## src/source/mem_if_pkg.sv

```systemverilog
package mem_if_pkg;

    // address and data width of every port
    localparam int xlen = 32;

    // error class returned with a response
    typedef enum logic [1:0] {
        fault_none   = 2'b00,
        fault_access = 2'b01,
        fault_page   = 2'b10
    } fault_type;

    // privilege level of the requester, encoded as in mstatus.mpp
    typedef enum logic [1:0] {
        user_mode       = 2'b00,
        supervisor_mode = 2'b01,
        machine_mode    = 2'b11
    } priv_mode;

endpackage

```

## src/source/sv32_pkg.sv

```systemverilog
package sv32_pkg;

    // pte flag bit positions
    localparam int pte_v = 0;
    localparam int pte_r = 1;
    localparam int pte_w = 2;
    localparam int pte_x = 3;
    localparam int pte_u = 4;
    localparam int pte_g = 5;
    localparam int pte_a = 6;
    localparam int pte_d = 7;

    // virtual address is vpn1 | vpn0 | offset
    localparam int vpn_width    = 10;
    localparam int offset_width = 12;

    // ppn1 is the upper ppn field, ppn0 has the width of a vpn
    localparam int ppn1_width = 12;

    // pte is four bytes
    localparam int pte_shift = 2;

endpackage

```

## src/source/pte_checker.sv

```systemverilog
module pte_checker
    import mem_if_pkg::*, sv32_pkg::*;
#(
    parameter bit execute_mode = 1'b0
) (
    input  logic [xlen-1:0]                 pte,
    input  logic                            level,
    input  logic                            is_store,
    input  priv_mode                        mode,
    input  logic                            mxr,
    input  logic                            sum,
    input  logic                            mem_error,
    output logic                            is_leaf,
    output logic                            fault,
    output fault_type                       errty,
    output logic [ppn1_width+vpn_width-1:0] next_ppn
);

    logic                 v;
    logic                 r;
    logic                 w;
    logic                 x;
    logic                 u;
    logic                 g;
    logic                 a;
    logic                 d;
    logic [vpn_width-1:0] ppn0;
    logic                 bad_encoding;
    logic                 bad_pointer;
    logic                 bad_priv;
    logic                 bad_access;
    logic                 misaligned;
    logic                 page_fault;

    assign v = pte[pte_v];
    assign r = pte[pte_r];
    assign w = pte[pte_w];
    assign x = pte[pte_x];
    assign u = pte[pte_u];
    assign g = pte[pte_g];
    assign a = pte[pte_a];
    assign d = pte[pte_d];

    assign next_ppn = pte[xlen-1 -: ppn1_width+vpn_width];
    assign ppn0     = pte[xlen-ppn1_width-1 -: vpn_width];

    // x=w=r=0 is a pointer to the next table
    assign is_leaf = r | w | x;

    // invalid, reserved w-only encoding, or global mapping (not supported)
    assign bad_encoding = !v | (w & !r) | g;

    // a/d/u are reserved on pointers, and level 0 must end in a leaf
    assign bad_pointer = !is_leaf & (a | d | u | !level);

    // s-mode never executes user pages, and reads them only with sum
    assign bad_priv = is_leaf & ((mode == supervisor_mode & u & (execute_mode | !sum))
                               | (mode == user_mode & !u));

    always_comb begin
        if (!is_leaf) begin
            bad_access = 1'b0;
        end else if (execute_mode) begin
            bad_access = !x;
        end else if (is_store) begin
            bad_access = !w;
        end else begin
            // mxr makes execute-only pages readable
            bad_access = !r & !(mxr & x);
        end
    end

    // superpage must be aligned to 4 MiB
    assign misaligned = is_leaf & level & (ppn0 != '0);

    assign page_fault = bad_encoding | bad_pointer | bad_priv | bad_access | misaligned;
    assign fault      = mem_error | page_fault;

    always_comb begin
        if (mem_error) begin
            errty = fault_access;
        end else if (page_fault) begin
            errty = fault_page;
        end else begin
            errty = fault_none;
        end
    end

endmodule

```

## src/source/page_table_walker.sv

```systemverilog
module page_table_walker
    import mem_if_pkg::*, sv32_pkg::*;
#(
    parameter bit execute_mode = 1'b0
) (
    input  logic              clk,
    input  logic              reset,

    input  logic              req_valid,
    output logic              req_ready,
    input  logic [xlen-1:0]   req_addr,
    input  logic              req_wen,
    input  logic [xlen-1:0]   req_wdata,
    input  logic [xlen/8-1:0] req_wmask,
    output logic              resp_valid,
    output logic [xlen-1:0]   resp_rdata,
    output logic              resp_error,
    output fault_type         resp_errty,

    input  priv_mode          mode,
    input  logic [xlen-1:0]   satp,
    input  logic              mxr,
    input  logic              sum,

    output logic              pte_valid,
    input  logic              pte_ready,
    output logic [xlen-1:0]   pte_addr,
    output logic              pte_wen,
    output logic [xlen-1:0]   pte_wdata,
    output logic [xlen/8-1:0] pte_wmask,
    input  logic              pte_resp_valid,
    input  logic [xlen-1:0]   pte_rdata,
    input  logic              pte_error,

    output logic              dat_valid,
    input  logic              dat_ready,
    output logic [xlen-1:0]   dat_addr,
    output logic              dat_wen,
    output logic [xlen-1:0]   dat_wdata,
    output logic [xlen/8-1:0] dat_wmask,
    input  logic              dat_resp_valid,
    input  logic [xlen-1:0]   dat_rdata,
    input  logic              dat_error
);

    // ppn bits that fit in a 32-bit physical address
    localparam int pa_ppn_width = xlen - offset_width;

    typedef enum logic [2:0] {
        idle,
        walk_req,
        walk_wait,
        data_req,
        data_wait,
        respond,
        ad_req,
        ad_wait
    } walk_state;

    walk_state                        state;
    logic                             sv32_enable;
    logic                             level;
    logic [xlen-1:0]                  pte_addr_q;
    logic [xlen-1:0]                  phys_addr;
    logic [xlen-1:0]                  saved_pte;
    logic [xlen-1:0]                  ad_pte;
    logic                             need_ad;

    // latched request
    logic [xlen-1:0]                  s_addr;
    logic                             s_wen;
    logic [xlen-1:0]                  s_wdata;
    logic [xlen/8-1:0]                s_wmask;
    logic [vpn_width-1:0]             s_vpn0;
    logic [offset_width-1:0]          s_offset;

    logic [xlen-1:0]                  result_rdata;
    logic                             result_error;
    fault_type                        result_errty;

    logic                             chk_leaf;
    logic                             chk_fault;
    fault_type                        chk_errty;
    logic [ppn1_width+vpn_width-1:0]  chk_ppn;

    // machine mode and satp.mode=0 both bypass translation
    assign sv32_enable = (mode != machine_mode) && satp[xlen-1];

    assign s_vpn0   = s_addr[offset_width +: vpn_width];
    assign s_offset = s_addr[offset_width-1:0];

    pte_checker #(
        .execute_mode(execute_mode)
    ) pte_checker_i (
        .pte      (pte_rdata),
        .level    (level),
        .is_store (s_wen),
        .mode     (mode),
        .mxr      (mxr),
        .sum      (sum),
        .mem_error(pte_error),
        .is_leaf  (chk_leaf),
        .fault    (chk_fault),
        .errty    (chk_errty),
        .next_ppn (chk_ppn)
    );

    // writeback only when a or d would change
    assign need_ad = !saved_pte[pte_a] || (s_wen && !saved_pte[pte_d]);

    always_comb begin
        ad_pte        = saved_pte;
        ad_pte[pte_a] = 1'b1;
        if (s_wen) begin
            ad_pte[pte_d] = 1'b1;
        end
    end

    always_ff @(posedge clk) begin
        if (reset) begin
            state <= idle;
        end else begin
            case (state)
                idle: begin
                    if (sv32_enable && req_valid) begin
                        state      <= walk_req;
                        s_addr     <= req_addr;
                        s_wen      <= req_wen;
                        s_wdata    <= req_wdata;
                        s_wmask    <= req_wmask;
                        level      <= 1'b1;
                        // root table entry from satp.ppn and vpn1
                        pte_addr_q <= {satp[pa_ppn_width-1:0], req_addr[xlen-1 -: vpn_width],
                                       {pte_shift{1'b0}}};
                    end
                end
                walk_req: begin
                    if (pte_ready) begin
                        state <= walk_wait;
                    end
                end
                walk_wait: begin
                    if (pte_resp_valid) begin
                        if (chk_fault) begin
                            state        <= respond;
                            result_rdata <= '0;
                            result_error <= 1'b1;
                            result_errty <= chk_errty;
                        end else if (chk_leaf) begin
                            state     <= data_req;
                            saved_pte <= pte_rdata;
                            // superpage keeps vpn0 from the virtual address
                            if (level) begin
                                phys_addr <= {chk_ppn[pa_ppn_width-1:vpn_width], s_vpn0,
                                              s_offset};
                            end else begin
                                phys_addr <= {chk_ppn[pa_ppn_width-1:0], s_offset};
                            end
                        end else begin
                            state      <= walk_req;
                            level      <= 1'b0;
                            pte_addr_q <= {chk_ppn[pa_ppn_width-1:0], s_vpn0,
                                           {pte_shift{1'b0}}};
                        end
                    end
                end
                data_req: begin
                    if (dat_ready) begin
                        state <= data_wait;
                    end
                end
                data_wait: begin
                    if (dat_resp_valid) begin
                        state        <= respond;
                        result_rdata <= dat_rdata;
                        result_error <= dat_error;
                        result_errty <= dat_error ? fault_access : fault_none;
                    end
                end
                respond: begin
                    // pte_addr_q still points at the leaf
                    state <= (result_error || !need_ad) ? idle : ad_req;
                end
                ad_req: begin
                    if (pte_ready) begin
                        state <= ad_wait;
                    end
                end
                ad_wait: begin
                    if (pte_resp_valid) begin
                        state <= idle;
                    end
                end
                default: state <= idle;
            endcase
        end
    end

    // requester side, bare mode is a straight connection to dat_
    assign req_ready  = sv32_enable ? (state == idle) : dat_ready;
    assign resp_valid = sv32_enable ? (state == respond) : dat_resp_valid;
    assign resp_rdata = sv32_enable ? result_rdata : dat_rdata;
    assign resp_error = sv32_enable ? result_error : dat_error;
    assign resp_errty = sv32_enable ? result_errty : (dat_error ? fault_access : fault_none);

    assign dat_valid = sv32_enable ? (state == data_req) : req_valid;
    assign dat_addr  = sv32_enable ? phys_addr : req_addr;
    assign dat_wen   = sv32_enable ? s_wen : req_wen;
    assign dat_wdata = sv32_enable ? s_wdata : req_wdata;
    assign dat_wmask = sv32_enable ? s_wmask : req_wmask;

    // pte reads during the walk, one full-word write for a/d
    assign pte_valid = (state == walk_req) || (state == ad_req);
    assign pte_addr  = pte_addr_q;
    assign pte_wen   = (state == ad_req);
    assign pte_wdata = ad_pte;
    assign pte_wmask = {(xlen/8){1'b1}};

    // requester holds its request until it is taken
    assert property (@(posedge clk) disable iff (reset)
        req_valid && !req_ready |=> req_valid && $stable(req_addr));

endmodule

```

## src/source/mem_arbiter.sv

```systemverilog
module mem_arbiter
    import mem_if_pkg::*;
#(
    parameter bit data_priority = 1'b0
) (
    input  logic              clk,
    input  logic              reset,

    input  logic              pte_valid,
    output logic              pte_ready,
    input  logic [xlen-1:0]   pte_addr,
    input  logic              pte_wen,
    input  logic [xlen-1:0]   pte_wdata,
    input  logic [xlen/8-1:0] pte_wmask,
    output logic              pte_resp_valid,
    output logic [xlen-1:0]   pte_rdata,
    output logic              pte_error,

    input  logic              dat_valid,
    output logic              dat_ready,
    input  logic [xlen-1:0]   dat_addr,
    input  logic              dat_wen,
    input  logic [xlen-1:0]   dat_wdata,
    input  logic [xlen/8-1:0] dat_wmask,
    output logic              dat_resp_valid,
    output logic [xlen-1:0]   dat_rdata,
    output logic              dat_error,

    output logic              mem_valid,
    input  logic              mem_ready,
    output logic [xlen-1:0]   mem_addr,
    output logic              mem_wen,
    output logic [xlen-1:0]   mem_wdata,
    output logic [xlen/8-1:0] mem_wmask,
    input  logic              mem_resp_valid,
    input  logic [xlen-1:0]   mem_rdata,
    input  logic              mem_error
);

    logic busy;
    logic owner_dat;
    logic sel_dat;

    // data wins when the pte port is quiet, or on a tie with data_priority
    assign sel_dat = pte_valid ? (dat_valid && data_priority) : 1'b1;

    // no new request while a transaction is outstanding
    assign mem_valid = !busy && (pte_valid || dat_valid);
    assign mem_addr  = sel_dat ? dat_addr : pte_addr;
    assign mem_wen   = sel_dat ? dat_wen : pte_wen;
    assign mem_wdata = sel_dat ? dat_wdata : pte_wdata;
    assign mem_wmask = sel_dat ? dat_wmask : pte_wmask;

    assign pte_ready = !busy && !sel_dat && mem_ready;
    assign dat_ready = !busy && sel_dat && mem_ready;

    // response goes back to the port that owns the transaction
    assign pte_resp_valid = mem_resp_valid && busy && !owner_dat;
    assign dat_resp_valid = mem_resp_valid && busy && owner_dat;
    assign pte_rdata      = mem_rdata;
    assign dat_rdata      = mem_rdata;
    assign pte_error      = mem_error;
    assign dat_error      = mem_error;

    always_ff @(posedge clk) begin
        if (reset) begin
            busy      <= 1'b0;
            owner_dat <= 1'b0;
        end else if (mem_valid && mem_ready) begin
            busy      <= 1'b1;
            owner_dat <= sel_dat;
        end else if (mem_resp_valid) begin
            busy <= 1'b0;
        end
    end

    assert property (@(posedge clk) disable iff (reset) mem_resp_valid |-> busy);

    // a data request that loses stays up with the same address
    assert property (@(posedge clk) disable iff (reset)
        dat_valid && !dat_ready |=> dat_valid && $stable(dat_addr));

endmodule

```

## src/source/mmu_top.sv

```systemverilog
module mmu_top
    import mem_if_pkg::*;
#(
    parameter bit execute_mode  = 1'b0,
    parameter bit data_priority = 1'b0
) (
    input  logic              clk,
    input  logic              reset,

    input  logic              req_valid,
    output logic              req_ready,
    input  logic [xlen-1:0]   req_addr,
    input  logic              req_wen,
    input  logic [xlen-1:0]   req_wdata,
    input  logic [xlen/8-1:0] req_wmask,
    output logic              resp_valid,
    output logic [xlen-1:0]   resp_rdata,
    output logic              resp_error,
    output fault_type         resp_errty,

    input  priv_mode          mode,
    input  logic [xlen-1:0]   satp,
    input  logic              mxr,
    input  logic              sum,

    output logic              mem_valid,
    input  logic              mem_ready,
    output logic [xlen-1:0]   mem_addr,
    output logic              mem_wen,
    output logic [xlen-1:0]   mem_wdata,
    output logic [xlen/8-1:0] mem_wmask,
    input  logic              mem_resp_valid,
    input  logic [xlen-1:0]   mem_rdata,
    input  logic              mem_error
);

    // walker to arbiter, pte side
    logic              pte_valid;
    logic              pte_ready;
    logic [xlen-1:0]   pte_addr;
    logic              pte_wen;
    logic [xlen-1:0]   pte_wdata;
    logic [xlen/8-1:0] pte_wmask;
    logic              pte_resp_valid;
    logic [xlen-1:0]   pte_rdata;
    logic              pte_error;

    // walker to arbiter, data side
    logic              dat_valid;
    logic              dat_ready;
    logic [xlen-1:0]   dat_addr;
    logic              dat_wen;
    logic [xlen-1:0]   dat_wdata;
    logic [xlen/8-1:0] dat_wmask;
    logic              dat_resp_valid;
    logic [xlen-1:0]   dat_rdata;
    logic              dat_error;

    page_table_walker #(
        .execute_mode(execute_mode)
    ) page_table_walker_i (
        .clk           (clk),
        .reset         (reset),
        .req_valid     (req_valid),
        .req_ready     (req_ready),
        .req_addr      (req_addr),
        .req_wen       (req_wen),
        .req_wdata     (req_wdata),
        .req_wmask     (req_wmask),
        .resp_valid    (resp_valid),
        .resp_rdata    (resp_rdata),
        .resp_error    (resp_error),
        .resp_errty    (resp_errty),
        .mode          (mode),
        .satp          (satp),
        .mxr           (mxr),
        .sum           (sum),
        .pte_valid     (pte_valid),
        .pte_ready     (pte_ready),
        .pte_addr      (pte_addr),
        .pte_wen       (pte_wen),
        .pte_wdata     (pte_wdata),
        .pte_wmask     (pte_wmask),
        .pte_resp_valid(pte_resp_valid),
        .pte_rdata     (pte_rdata),
        .pte_error     (pte_error),
        .dat_valid     (dat_valid),
        .dat_ready     (dat_ready),
        .dat_addr      (dat_addr),
        .dat_wen       (dat_wen),
        .dat_wdata     (dat_wdata),
        .dat_wmask     (dat_wmask),
        .dat_resp_valid(dat_resp_valid),
        .dat_rdata     (dat_rdata),
        .dat_error     (dat_error)
    );

    mem_arbiter #(
        .data_priority(data_priority)
    ) mem_arbiter_i (
        .clk           (clk),
        .reset         (reset),
        .pte_valid     (pte_valid),
        .pte_ready     (pte_ready),
        .pte_addr      (pte_addr),
        .pte_wen       (pte_wen),
        .pte_wdata     (pte_wdata),
        .pte_wmask     (pte_wmask),
        .pte_resp_valid(pte_resp_valid),
        .pte_rdata     (pte_rdata),
        .pte_error     (pte_error),
        .dat_valid     (dat_valid),
        .dat_ready     (dat_ready),
        .dat_addr      (dat_addr),
        .dat_wen       (dat_wen),
        .dat_wdata     (dat_wdata),
        .dat_wmask     (dat_wmask),
        .dat_resp_valid(dat_resp_valid),
        .dat_rdata     (dat_rdata),
        .dat_error     (dat_error),
        .mem_valid     (mem_valid),
        .mem_ready     (mem_ready),
        .mem_addr      (mem_addr),
        .mem_wen       (mem_wen),
        .mem_wdata     (mem_wdata),
        .mem_wmask     (mem_wmask),
        .mem_resp_valid(mem_resp_valid),
        .mem_rdata     (mem_rdata),
        .mem_error     (mem_error)
    );

endmodule

```

## config.mk

```make
export PLATFORM = sky130hd
export DESIGN_NAME = mmu_top
export DESIGN_NICKNAME = d
export VERILOG_FILES = /design/src/source/mem_if_pkg.sv /design/src/source/sv32_pkg.sv /design/src/source/pte_checker.sv /design/src/source/page_table_walker.sv /design/src/source/mem_arbiter.sv /design/src/source/mmu_top.sv
export SDC_FILE = /design/constraint.sdc
export NUM_CORES = 1
export LEC_CHECK = 0
export BUFFER_PORTS_ARGS = -buffer_cell sky130_fd_sc_hd__buf_4
export CAP_MARGIN = 20
export CELL_PAD_IN_SITES_DETAIL_PLACEMENT = 1
export CELL_PAD_IN_SITES_GLOBAL_PLACEMENT = 1
export CORE_MARGIN = 1.5
export CORE_UTILIZATION = 39
export CTS_CLUSTER_SIZE = 14
export DETAILED_ROUTE_END_ITERATION = 10
export PLACE_DENSITY = 0.8
export SYNTH_ARGS = -nofsm -noshare
export SYNTH_HDL_FRONTEND = slang
export SYNTH_SLANG_ARGS = --single-unit
```

## constraint.sdc

```tcl
create_clock -name clk -period 7.2 [get_ports clk]
set_clock_uncertainty 0.05 [all_clocks]
set_input_delay 1.44 -clock clk [delete_from_list [all_inputs] [get_ports clk]]
set_output_delay 1.44 -clock clk [all_outputs]
set_load 0.05 [all_outputs]
```

* After elaboration in Yosys (flattened, before gate mapping) *
Cells that the tools add are included.

word-level totals
  output and inout port bits = 107
  memory bits (writable) = 0
  bits in latches = 0
  bits in read-only memories = 0
  input bits = 143
  register bits after elaboration = 196
  word-level logic and storage cells = 155
  memories = 0

operators by class
  reduce and logical (&&, ||, !) cells = 40
  add/subtract/negate cells = 0
  shift-type cells = 0
  $lt $le $gt $ge = 0
  eq/ne operators = 19
  div/mod/pow operators = 0
  bitwise gates (word level) = 25
  multiplexer cells = 57
  multipliers = 0

operators with widths
  kind                                                             number
  32-bit two-way mux                                               12
  32-bit one-hot mux with 2 select lines                           2
  3-bit two-way mux                                                9
  3-bit one-hot mux with 8 select lines                            1
  22-bit two-way mux                                               1
  1-bit two-way mux                                                20
  2-bit by 1-bit != test with 1-bit output, second input constant  8
  2-bit two-way mux                                                7
  1-bit logical NOT                                                13
  1-bit OR                                                         13
  3-bit == test, second input constant                             4
  1-bit logical AND                                                12
  1-bit bitwise AND                                                10
  5-bit AND reduction                                              2
  10-bit nonzero test                                              1
  4-bit two-way mux                                                2
  7-bit AND reduction                                              1
  3-bit by 2-bit == test with 1-bit output, second input constant  2
  2-bit != test, second input constant                             3
  6-bit AND reduction                                              1
  2-bit nonzero test                                               3
  1-bit logical OR                                                 4
  1-bit one-hot mux with 2 select lines                            2
  2-bit one-hot mux with 2 select lines                            1
  6 further kinds                                                  7

* Logic depth before layout (Yosys ltp) *
Gate-level depths: netlist of run 1.

  depth in word-level cells = 13
  depth in mapped cells = 7
  mapped depth without buffers = 7

* Cells and area by module *
A second synthesis of run 1 with hierarchy kept.

second synthesis, totals
  cell total of the unflattened synthesis = 970
  area total of the unflattened synthesis = 10467.5 µm²

modules (own cells, without submodules)
  module             seq. area each (µm²)  area an instance (µm²)  cells each  instances
  page_table_walker  5735.5                8371.8                  768         1
  mem_arbiter        40.0                  1785.5                  158         1
  pte_checker        0.0                   310.3                   44          1

* Worst setup path before layout of run 1 *
No wires, ideal clock.

  kind = input to register
  start point = input port reset
  end point = register page_table_walker_i.s_addr[0] (enable)
  path slack = 483 ps
  buffers on the path = 1
  stages on the path = 3
  setup time = 561 ps
  data required time = 6589 ps
  arrival = 6106 ps
  path through = clkbuf_1 nor3_1 nor3b_1

between the ends
  word-level cells in the longest chain between the ends = 2

RTL lines
  what                           RTL line                  RTL
  from (decl)                    mmu_top.sv:8              input logic reset,
  1-bit inverter (no line)       --
  3-bit AND reduction (no line)  --
  to (signal assigned)           page_table_walker.sv:127  s_addr <= req_addr;
  to (decl)                      page_table_walker.sv:70   logic [xlen-1:0] s_addr;

Every way passes these cells.
A chain may end at the register's enable or synchronous reset.

* Final worst setup path of run 1 *
  start point = input port mode[0]
  end point = output port mem_addr[5]

between the ends
  word-level cells in the longest chain between the ends = 4

RTL lines
  what                RTL line                  RTL
  from (decl)         mmu_top.sv:21             input priv_mode mode,
  2-bit != test       page_table_walker.sv:87   assign sv32_enable = (mode != machine_mode) && satp[xlen-1];
  1-bit logical AND   page_table_walker.sv:87
  32-bit two-way mux  page_table_walker.sv:207  assign dat_addr = sv32_enable ? phys_addr : req_addr;
  32-bit two-way mux  mem_arbiter.sv:49         assign mem_addr = sel_dat ? dat_addr : pte_addr;
  to (decl)           mmu_top.sv:28             output logic [xlen-1:0] mem_addr,

Every way passes these cells.

==> impl_metrics.env, run 1 <==
export IMPL_setup_violations=0
export IMPL_yosysWarnings=0
export IMPL_dieHeight_um=150
export IMPL_avgRoutedWirePerCell_um=20.2
export IMPL_grtUsageTotal=0.241
export IMPL_synth_cell_type_count=47
export IMPL_finalWirelength_mm=26.8
export IMPL_required_ps=5710
export IMPL_synth_area_um2=8440
export IMPL_io_buffers=238
export IMPL_layout_drive_gt1_share=0.288
export IMPL_holdPathEnd="page_table_walker_i.phys_addr[11]"
export IMPL_cts_tree="built"
export IMPL_synthArstFlopShare=0
export IMPL_crit_fanout=59
export IMPL_clock_root_buffer="clkbuf_16"
export IMPL_worst_setup_path_start_kind="primary input"
export IMPL_relSlewSlack=0.379
export IMPL_synth_nets=968
export IMPL_swShare=0.419
export IMPL_syn_inst=825
export IMPL_ys_seq_area_frac=0.648
export IMPL_gr_usage_met2=0.401
export IMPL_htreeDepth=4
export IMPL_crit_type="primary input to output port"
export IMPL_drc=0
export IMPL_vias=6927
export IMPL_final_setup_tns_ps=0
export IMPL_p_switching_mw=1.50
export IMPL_num_rows=53
export IMPL_hpwlAfterDp_mm=18.1
export IMPL_ff2ff_setup_slack_ps=3110
export IMPL_grt_pass1_wl_mm=40.7
export IMPL_yosys_most_used_dff="edfxtp_1"
export IMPL_critical_path_arrival_ps=3390
export IMPL_via_per_inst=5.21
export IMPL_cts_setup_buffers=0
export IMPL_grt_max_degree=104
export IMPL_post_route_util=0.523
export IMPL_power_frac_clock=0.252
export IMPL_internal_power_mw=2.09
export IMPL_endpoint_kind="output port"
export IMPL_die_w_um=150
export IMPL_p_comb_frac=0.396
export IMPL_reg2reg_from="page_table_walker_i.state[1]"
export IMPL_hold_class="flop to flop"
export IMPL_p_per_area_nw_per_um2=325
export IMPL_post_cts_resized=0
export IMPL_yosys_register_bits=184
export IMPL_p_leak_nw=4.57
export IMPL_grt_ovfl_total=0
export IMPL_numCtsBuffers=17
export IMPL_multi_input_area_um2=2800
export IMPL_synthAdderAreaFrac=0
export IMPL_insertion_delay_ps=430
export IMPL_cts_sinks=184
export IMPL_final_nets=1184
export IMPL_cts_clk_slew_worst_paths_ps=70
export IMPL_diodes=0
export IMPL_hp_start="page_table_walker_i.s_addr[11]"
export IMPL_first_global_vias=7100
export IMPL_grtUsageMet1=0.315
export IMPL_synth_edff_count=179
export IMPL_finalCritPeriodShare=0.678
export IMPL_antenna_found_initial=0
export IMPL_fmax_mhz=205
export IMPL_clockBufferDepth=2
export IMPL_start_util=0.399
export IMPL_fill_cells=2370
export IMPL_synth_xor_area_share=0.00104
export IMPL_status="finished, final reports clean"
export IMPL_slew_viol_final=0
export IMPL_ff2ff_path_depth=8
export IMPL_synth_top_family_by_area="simple AND/OR/NAND/NOR gates"
export IMPL_use_met3=0.0527
export IMPL_worstHoldPathCells=0
export IMPL_place_gp_congestion=0.772
export IMPL_reg2reg_to="page_table_walker_i.phys_addr[17]"
export IMPL_pin_count=250
export IMPL_synthMuxAreaShare=0.0157
export IMPL_drv_cap=0
export IMPL_ff_latch_area_um2=5480
export IMPL_cts_hold_buf=0
export IMPL_rsz0062_at_grt="no"
export IMPL_synth_simple_area_share=0.233
export IMPL_finalHoldViolations=0
export IMPL_gr_max_usage_layer="met2"
export IMPL_tightest_slew_ps=930
export IMPL_core_um2=21200
export IMPL_drtIter0Drc=441
export IMPL_ir_drop_uv=189
export IMPL_synth_compound_area_frac=0.0737
export IMPL_postRouteAntennaNets=0
export IMPL_die_area_um2=22500
export IMPL_syn_area_per_cell_um2=10.2
export IMPL_drt_pass1_iter_count=5
export IMPL_period_minus_slack_ps=4880
export IMPL_area_growth_pct=31.0
export IMPL_p_seq_frac=0.351
-- power groups by stage --
stage	logic, mW	registers, mW	clock network [mW]
after CTS	1.43	1.26	0.927
after detailed placement	1.43	1.28	0
after global routing	1.50	1.27	0.964
after global placement	1.42	1.28	0
final	1.42	1.26	0.907
after floorplan	0.979	1.26	0
-- cell usage in the layout, fill, tap and decap left out, drive strengths merged, types with 3 or more instances in the layout --
cell      Yosys  final
nand2       338    338
buf          20    248
edfxtp      179    179
nor2         70     70
a31oi        64     64
and2         33     33
clkbuf       31     18
inv           4     12
a21oi        11     11
mux2         10     10
o21ai         9      9
nand3         8      8
nor3          6      6
dfxtp         5      5
a211oi        4      4
clkinvlp      0      4
nor2b         3      3
and2b         3      3
-- cell families (layout without fill, tap and decap cells) --
group,Yosys count,in the layout
AND/OR/NAND/NOR,474,474
AO/OA/AOI/OAI,99,99
buffers and inverters,55,284
XOR/XNOR,1,1
flip-flops,184,184
multiplexers,12,12
-- how the worst max path moves through the flow --
stage | startpoint | end | slack (ps) | cells past startpoint
6_report | mode[0] | mem_addr[5] | 2320 | 7
5_1_grt | mode[0] | mem_addr[17] | 2150 | 7
4_1_cts | mode[0] | mem_wdata[29] | 2310 | 7
3_5_place_dp | mode[0] | mem_wdata[29] | 2320 | 7
3_3_place_gp | mode[0] | mem_wdata[29] | 2350 | 7
2_1_floorplan | reset | page_table_walker_i.s_addr[0] | 480 | 3
-- synth_stat cells (all sizes together), types with 3 or more instances --
cell    number  area share
nand2      338        0.15
edfxtp     179        0.64
nor2        70       0.031
a31oi       64       0.047
and2        33       0.025
clkbuf      31       0.014
buf         20       0.012
a21oi       11      0.0070
mux2        10       0.013
o21ai        9      0.0053
nand3        8      0.0047
nor3         6      0.0055
dfxtp        5       0.012
a211oi       4      0.0036
inv          4      0.0018
and2b        3      0.0028
nor2b        3      0.0022
-- routing by layer --
metal | share of wire | wire, µm
met5 | 0 | 0
met4 | 0.019 | 508
met3 | 0.047 | 1270
met2 | 0.49 | 13200
met1 | 0.44 | 11800
-- critical path, stage by stage --
cell	delay (ps)
buf_4	120
nand2_1	90
nand2_4	530
buf_4	580
nand2_1	130
a31oi_1	210
buf_4	240
-- sequential cells by signal (all words and copies together) (netlist names), 2 cells and up --
signal / count
page_table_walker_i.s_addr: 22
page_table_walker_i.s_wmask: 4
page_table_walker_i.saved_pte: 32
page_table_walker_i.result_errty: 2
page_table_walker_i.state: 3
page_table_walker_i.phys_addr: 22
page_table_walker_i.s_wdata: 32
page_table_walker_i.result_rdata: 32
page_table_walker_i.pte_addr: 30
-- metrics by stage --
step / instance area (µm²) / total power, mW / hold WS [ps] / std cells / setup slack [ps]
final: 11100 / 3.59 / 371 / 1329 / 2320
after global routing: 11100 / 3.73 / 380 / 1329 / 2150
after CTS: 11100 / 3.62 / 374 / 1329 / 2310
after detailed placement: 10500 / 2.72 / 355 / 1297 / 2320
after global placement: 10500 / 2.70 / 351 / 1297 / 2350
after floorplan: 8440 / 2.24 / 350 / 825 / 483
-- area by class of cell --
type	count	area share
clock buffers	18	0.0388
clock inverters	14	0.0115
inverters	4	0.00136
multi-input cells	586	0.253
flip-flops and latches	184	0.495
well taps	275	0.0311
repair buffers	248	0.169
No activity file was read; power rests on OpenSTA's default activity.
==> inputs of run 2 (changes only) <==
Settings changed: ABC_AREA set to 1.
Clock period 7.2 ns to 5 ns, I/O delays scaled along.
==> impl_metrics.env, run 2 <==
export IMPL_drv_cap=0
export IMPL_vias=7068
export IMPL_via_per_inst=5.22
export IMPL_endpoint_kind="output port"
export IMPL_area_growth_pct=31.2
export IMPL_worstHoldPathCells=0
export IMPL_final_setup_tns_ps=0
export IMPL_numCtsBuffers=17
export IMPL_worst_setup_path_start_kind="primary input"
export IMPL_synthArstFlopShare=0
export IMPL_final_cell_mix="buf_4 (252), nand2_1 (206), edfxtp_1 (179)"
export IMPL_critPathBufInv=3
export IMPL_path_common_cell="buf_4"
export IMPL_antenna_found_initial=0
export IMPL_rsz0062_at_grt="no"
export IMPL_period_minus_slack_ps=3870
export IMPL_synth_top_area_frac=0.643
export IMPL_ys_seq_area_frac=0.655
export IMPL_cts_tree="built"
export IMPL_die_w_um=149
export IMPL_synthMuxAreaShare=0.00120
export IMPL_layout_drive_gt1_share=0.279
export IMPL_fmax_mhz=258
export IMPL_grtUsageTotal=0.246
export IMPL_final_nets=1210
export IMPL_ir_drop_uv=249
export IMPL_synth_nets=988
export IMPL_yosys_area_top_type="edfxtp_1"
export IMPL_synth_edff_count=179
export IMPL_cts_hold_buf=0
export IMPL_path_cells="buf_4, nand2_1, and2_4, buf_4, o21ai_0, o21ai_0, buf_4"
export IMPL_required_ps=3950
export IMPL_grt_max_degree=76
export IMPL_setup_violations=0
export IMPL_clockBufferDepth=2
export IMPL_place_gp_congestion=0.823
export IMPL_max_stage_delay_ps=580
export IMPL_synth_common_cells="nand2_1 (206), edfxtp_1 (179), o21ai_0 (143)"
export IMPL_fill_cells=2384
export IMPL_drtIter0Drc=468
export IMPL_die_area_um2=22300
export IMPL_slowest_stage="buf_4"
export IMPL_synth_most_common_cell="nand2_1"
export IMPL_dieHeight_um=149
export IMPL_layout_commonest_cell="buf_4"
export IMPL_synth_top_family_by_area="simple AND/OR/NAND/NOR gates"
export IMPL_htreeDepth=4
export IMPL_hp_start="page_table_walker_i.s_addr[10]"
export IMPL_path_delay_family="buffers and inverters"
export IMPL_num_rows=53
export IMPL_synth_cell_type_count=29
export IMPL_cts_setup_buffers=0
export IMPL_start_util=0.398
export IMPL_cts_clk_slew_worst_paths_ps=70
export IMPL_critical_path_arrival_ps=2820
export IMPL_cts_sinks=184
export IMPL_relSlewSlack=0.440
export IMPL_reg_top3="page_table_walker_i.result_rdata: 32 flops, page_table_walker_i.s_wdata: 32 flops, page_table_walker_i.saved_pte: 32 flops"
export IMPL_crit_fanout=75
export IMPL_avgRoutedWirePerCell_um=20.1
export IMPL_drt_pass1_iter_count=5
export IMPL_grt_pass1_wl_mm=40.9
export IMPL_yosysWarnings=0
export IMPL_synth_area_um2=8360
export IMPL_dp_cells=1323
export IMPL_syn_inst=845
export IMPL_core_um2=21000
export IMPL_reg2reg_from="page_table_walker_i.state[0]"
export IMPL_pin_count=250
export IMPL_crit_type="primary input to output port"
export IMPL_hold_class="flop to flop"
export IMPL_postRouteAntennaNets=0
export IMPL_status="finished, final reports clean"
export IMPL_diodes=0
export IMPL_multi_input_area_um2=2480
export IMPL_synthAdderAreaFrac=0
export IMPL_clock_root_buffer="clkbuf_16"
export IMPL_holdPathEnd="page_table_walker_i.phys_addr[10]"
export IMPL_synth_area_leaders="edfxtp_1 (64%), nand2_1 (9.2%), o21ai_0 (8.6%)"
export IMPL_synth_simple_area_share=0.164
export IMPL_finalWirelength_mm=27.2
export IMPL_p_per_area_nw_per_um2=501
export IMPL_syn_area_per_cell_um2=9.90
export IMPL_yosys_most_used_dff="edfxtp_1"
export IMPL_finalHoldViolations=0
export IMPL_yosys_register_bits=184
export IMPL_synth_xor_area_share=0
export IMPL_synth_compound_area_frac=0.126
export IMPL_fin_cells=1355
export IMPL_p_leak_nw=4.45
export IMPL_ff_latch_area_um2=5480
export IMPL_finalCritPeriodShare=0.774
export IMPL_tightest_slew_ps=839
export IMPL_first_global_vias=7176
export IMPL_io_buffers=238
export IMPL_ff2ff_path_depth=8
export IMPL_ff2ff_setup_slack_ps=1680
export IMPL_insertion_delay_ps=440
export IMPL_slew_viol_final=0
export IMPL_post_cts_resized=0
export IMPL_hpwlAfterDp_mm=19.1
export IMPL_reg2reg_to="page_table_walker_i.phys_addr[12]"
export IMPL_drc=0
export IMPL_grt_ovfl_total=0
run 2: cell count changes after synthesis, sizes merged, moves of 4 or more:
cell | previous run | this run
o21ai | 9 | 189
nand2 | 338 | 207
a31oi | 64 | 0
inv | 4 | 53
nor2 | 70 | 119
and2 | 33 | 1
clkbuf | 31 | 16
buf | 20 | 33
mux2 | 10 | 0
nand3 | 8 | 17
nor3 | 6 | 2
run 2: cell families (layout without fill, tap and decap cells):
family / after synthesis / after routing
and+or+nand+nor: 351 / 351
DFF: 184 / 184
AOI/OAI and AO/OA: 206 / 206
buffers and inverters: 103 / 338
muxes: 1 / 1
run 2: power breakdown:
part | internal (mW) | total [mW] | switching, mW
clock | 0.700 | 1.33 | 0.629
sequential | 1.85 | 1.89 | 0.0465
combinational | 0.597 | 2.27 | 1.68
total | 3.15 | 5.50 | 2.35
run 2: per-layer routing:
metal	up-vias	share of wire	global-route usage
met5	-	0	0
met4	0	0.021	0.0807
met3	35	0.057	0.0412
met2	222	0.50	0.409
met1	3490	0.42	0.328
li1	3321	-	-
run 2: through the flow:
stage          hold slack (ps)  utilization  total power [mW]  setup WS (ps)  cell area, µm²
2_1_floorplan              350            -              3.46            839            8370
3_3_place_gp               353        0.495              4.18           1170           10400
3_5_place_dp               357        0.495              4.21           1130           10400
4_1_cts                    375        0.522              5.54           1120           11000
5_1_grt                    380        0.522              5.72            980           11000
6_report                   372        0.522              5.50           1130           11000
run 2: area by class of cell:
type / instances / share of cell area
inverters: 54 / 0.0185
clock inverters: 14 / 0.0132
well taps: 275 / 0.0314
flip-flops and latches: 184 / 0.499
multi-input cells: 558 / 0.226
clock buffers: 18 / 0.0391
repair buffers: 252 / 0.172
run 2: how the worst max path moves through the flow:
stage | from | endpoint | slack [ps] | cells past startpoint
after floorplan | mem_rdata[2] | page_table_walker_i.phys_addr[0] | 840 | 8
after global placement | mode[0] | mem_addr[25] | 1170 | 8
after detailed placement | mode[0] | mem_addr[31] | 1130 | 8
after CTS | mode[0] | mem_addr[29] | 1120 | 8
after global routing | mode[0] | mem_addr[21] | 980 | 7
final | mode[0] | mem_addr[21] | 1130 | 7
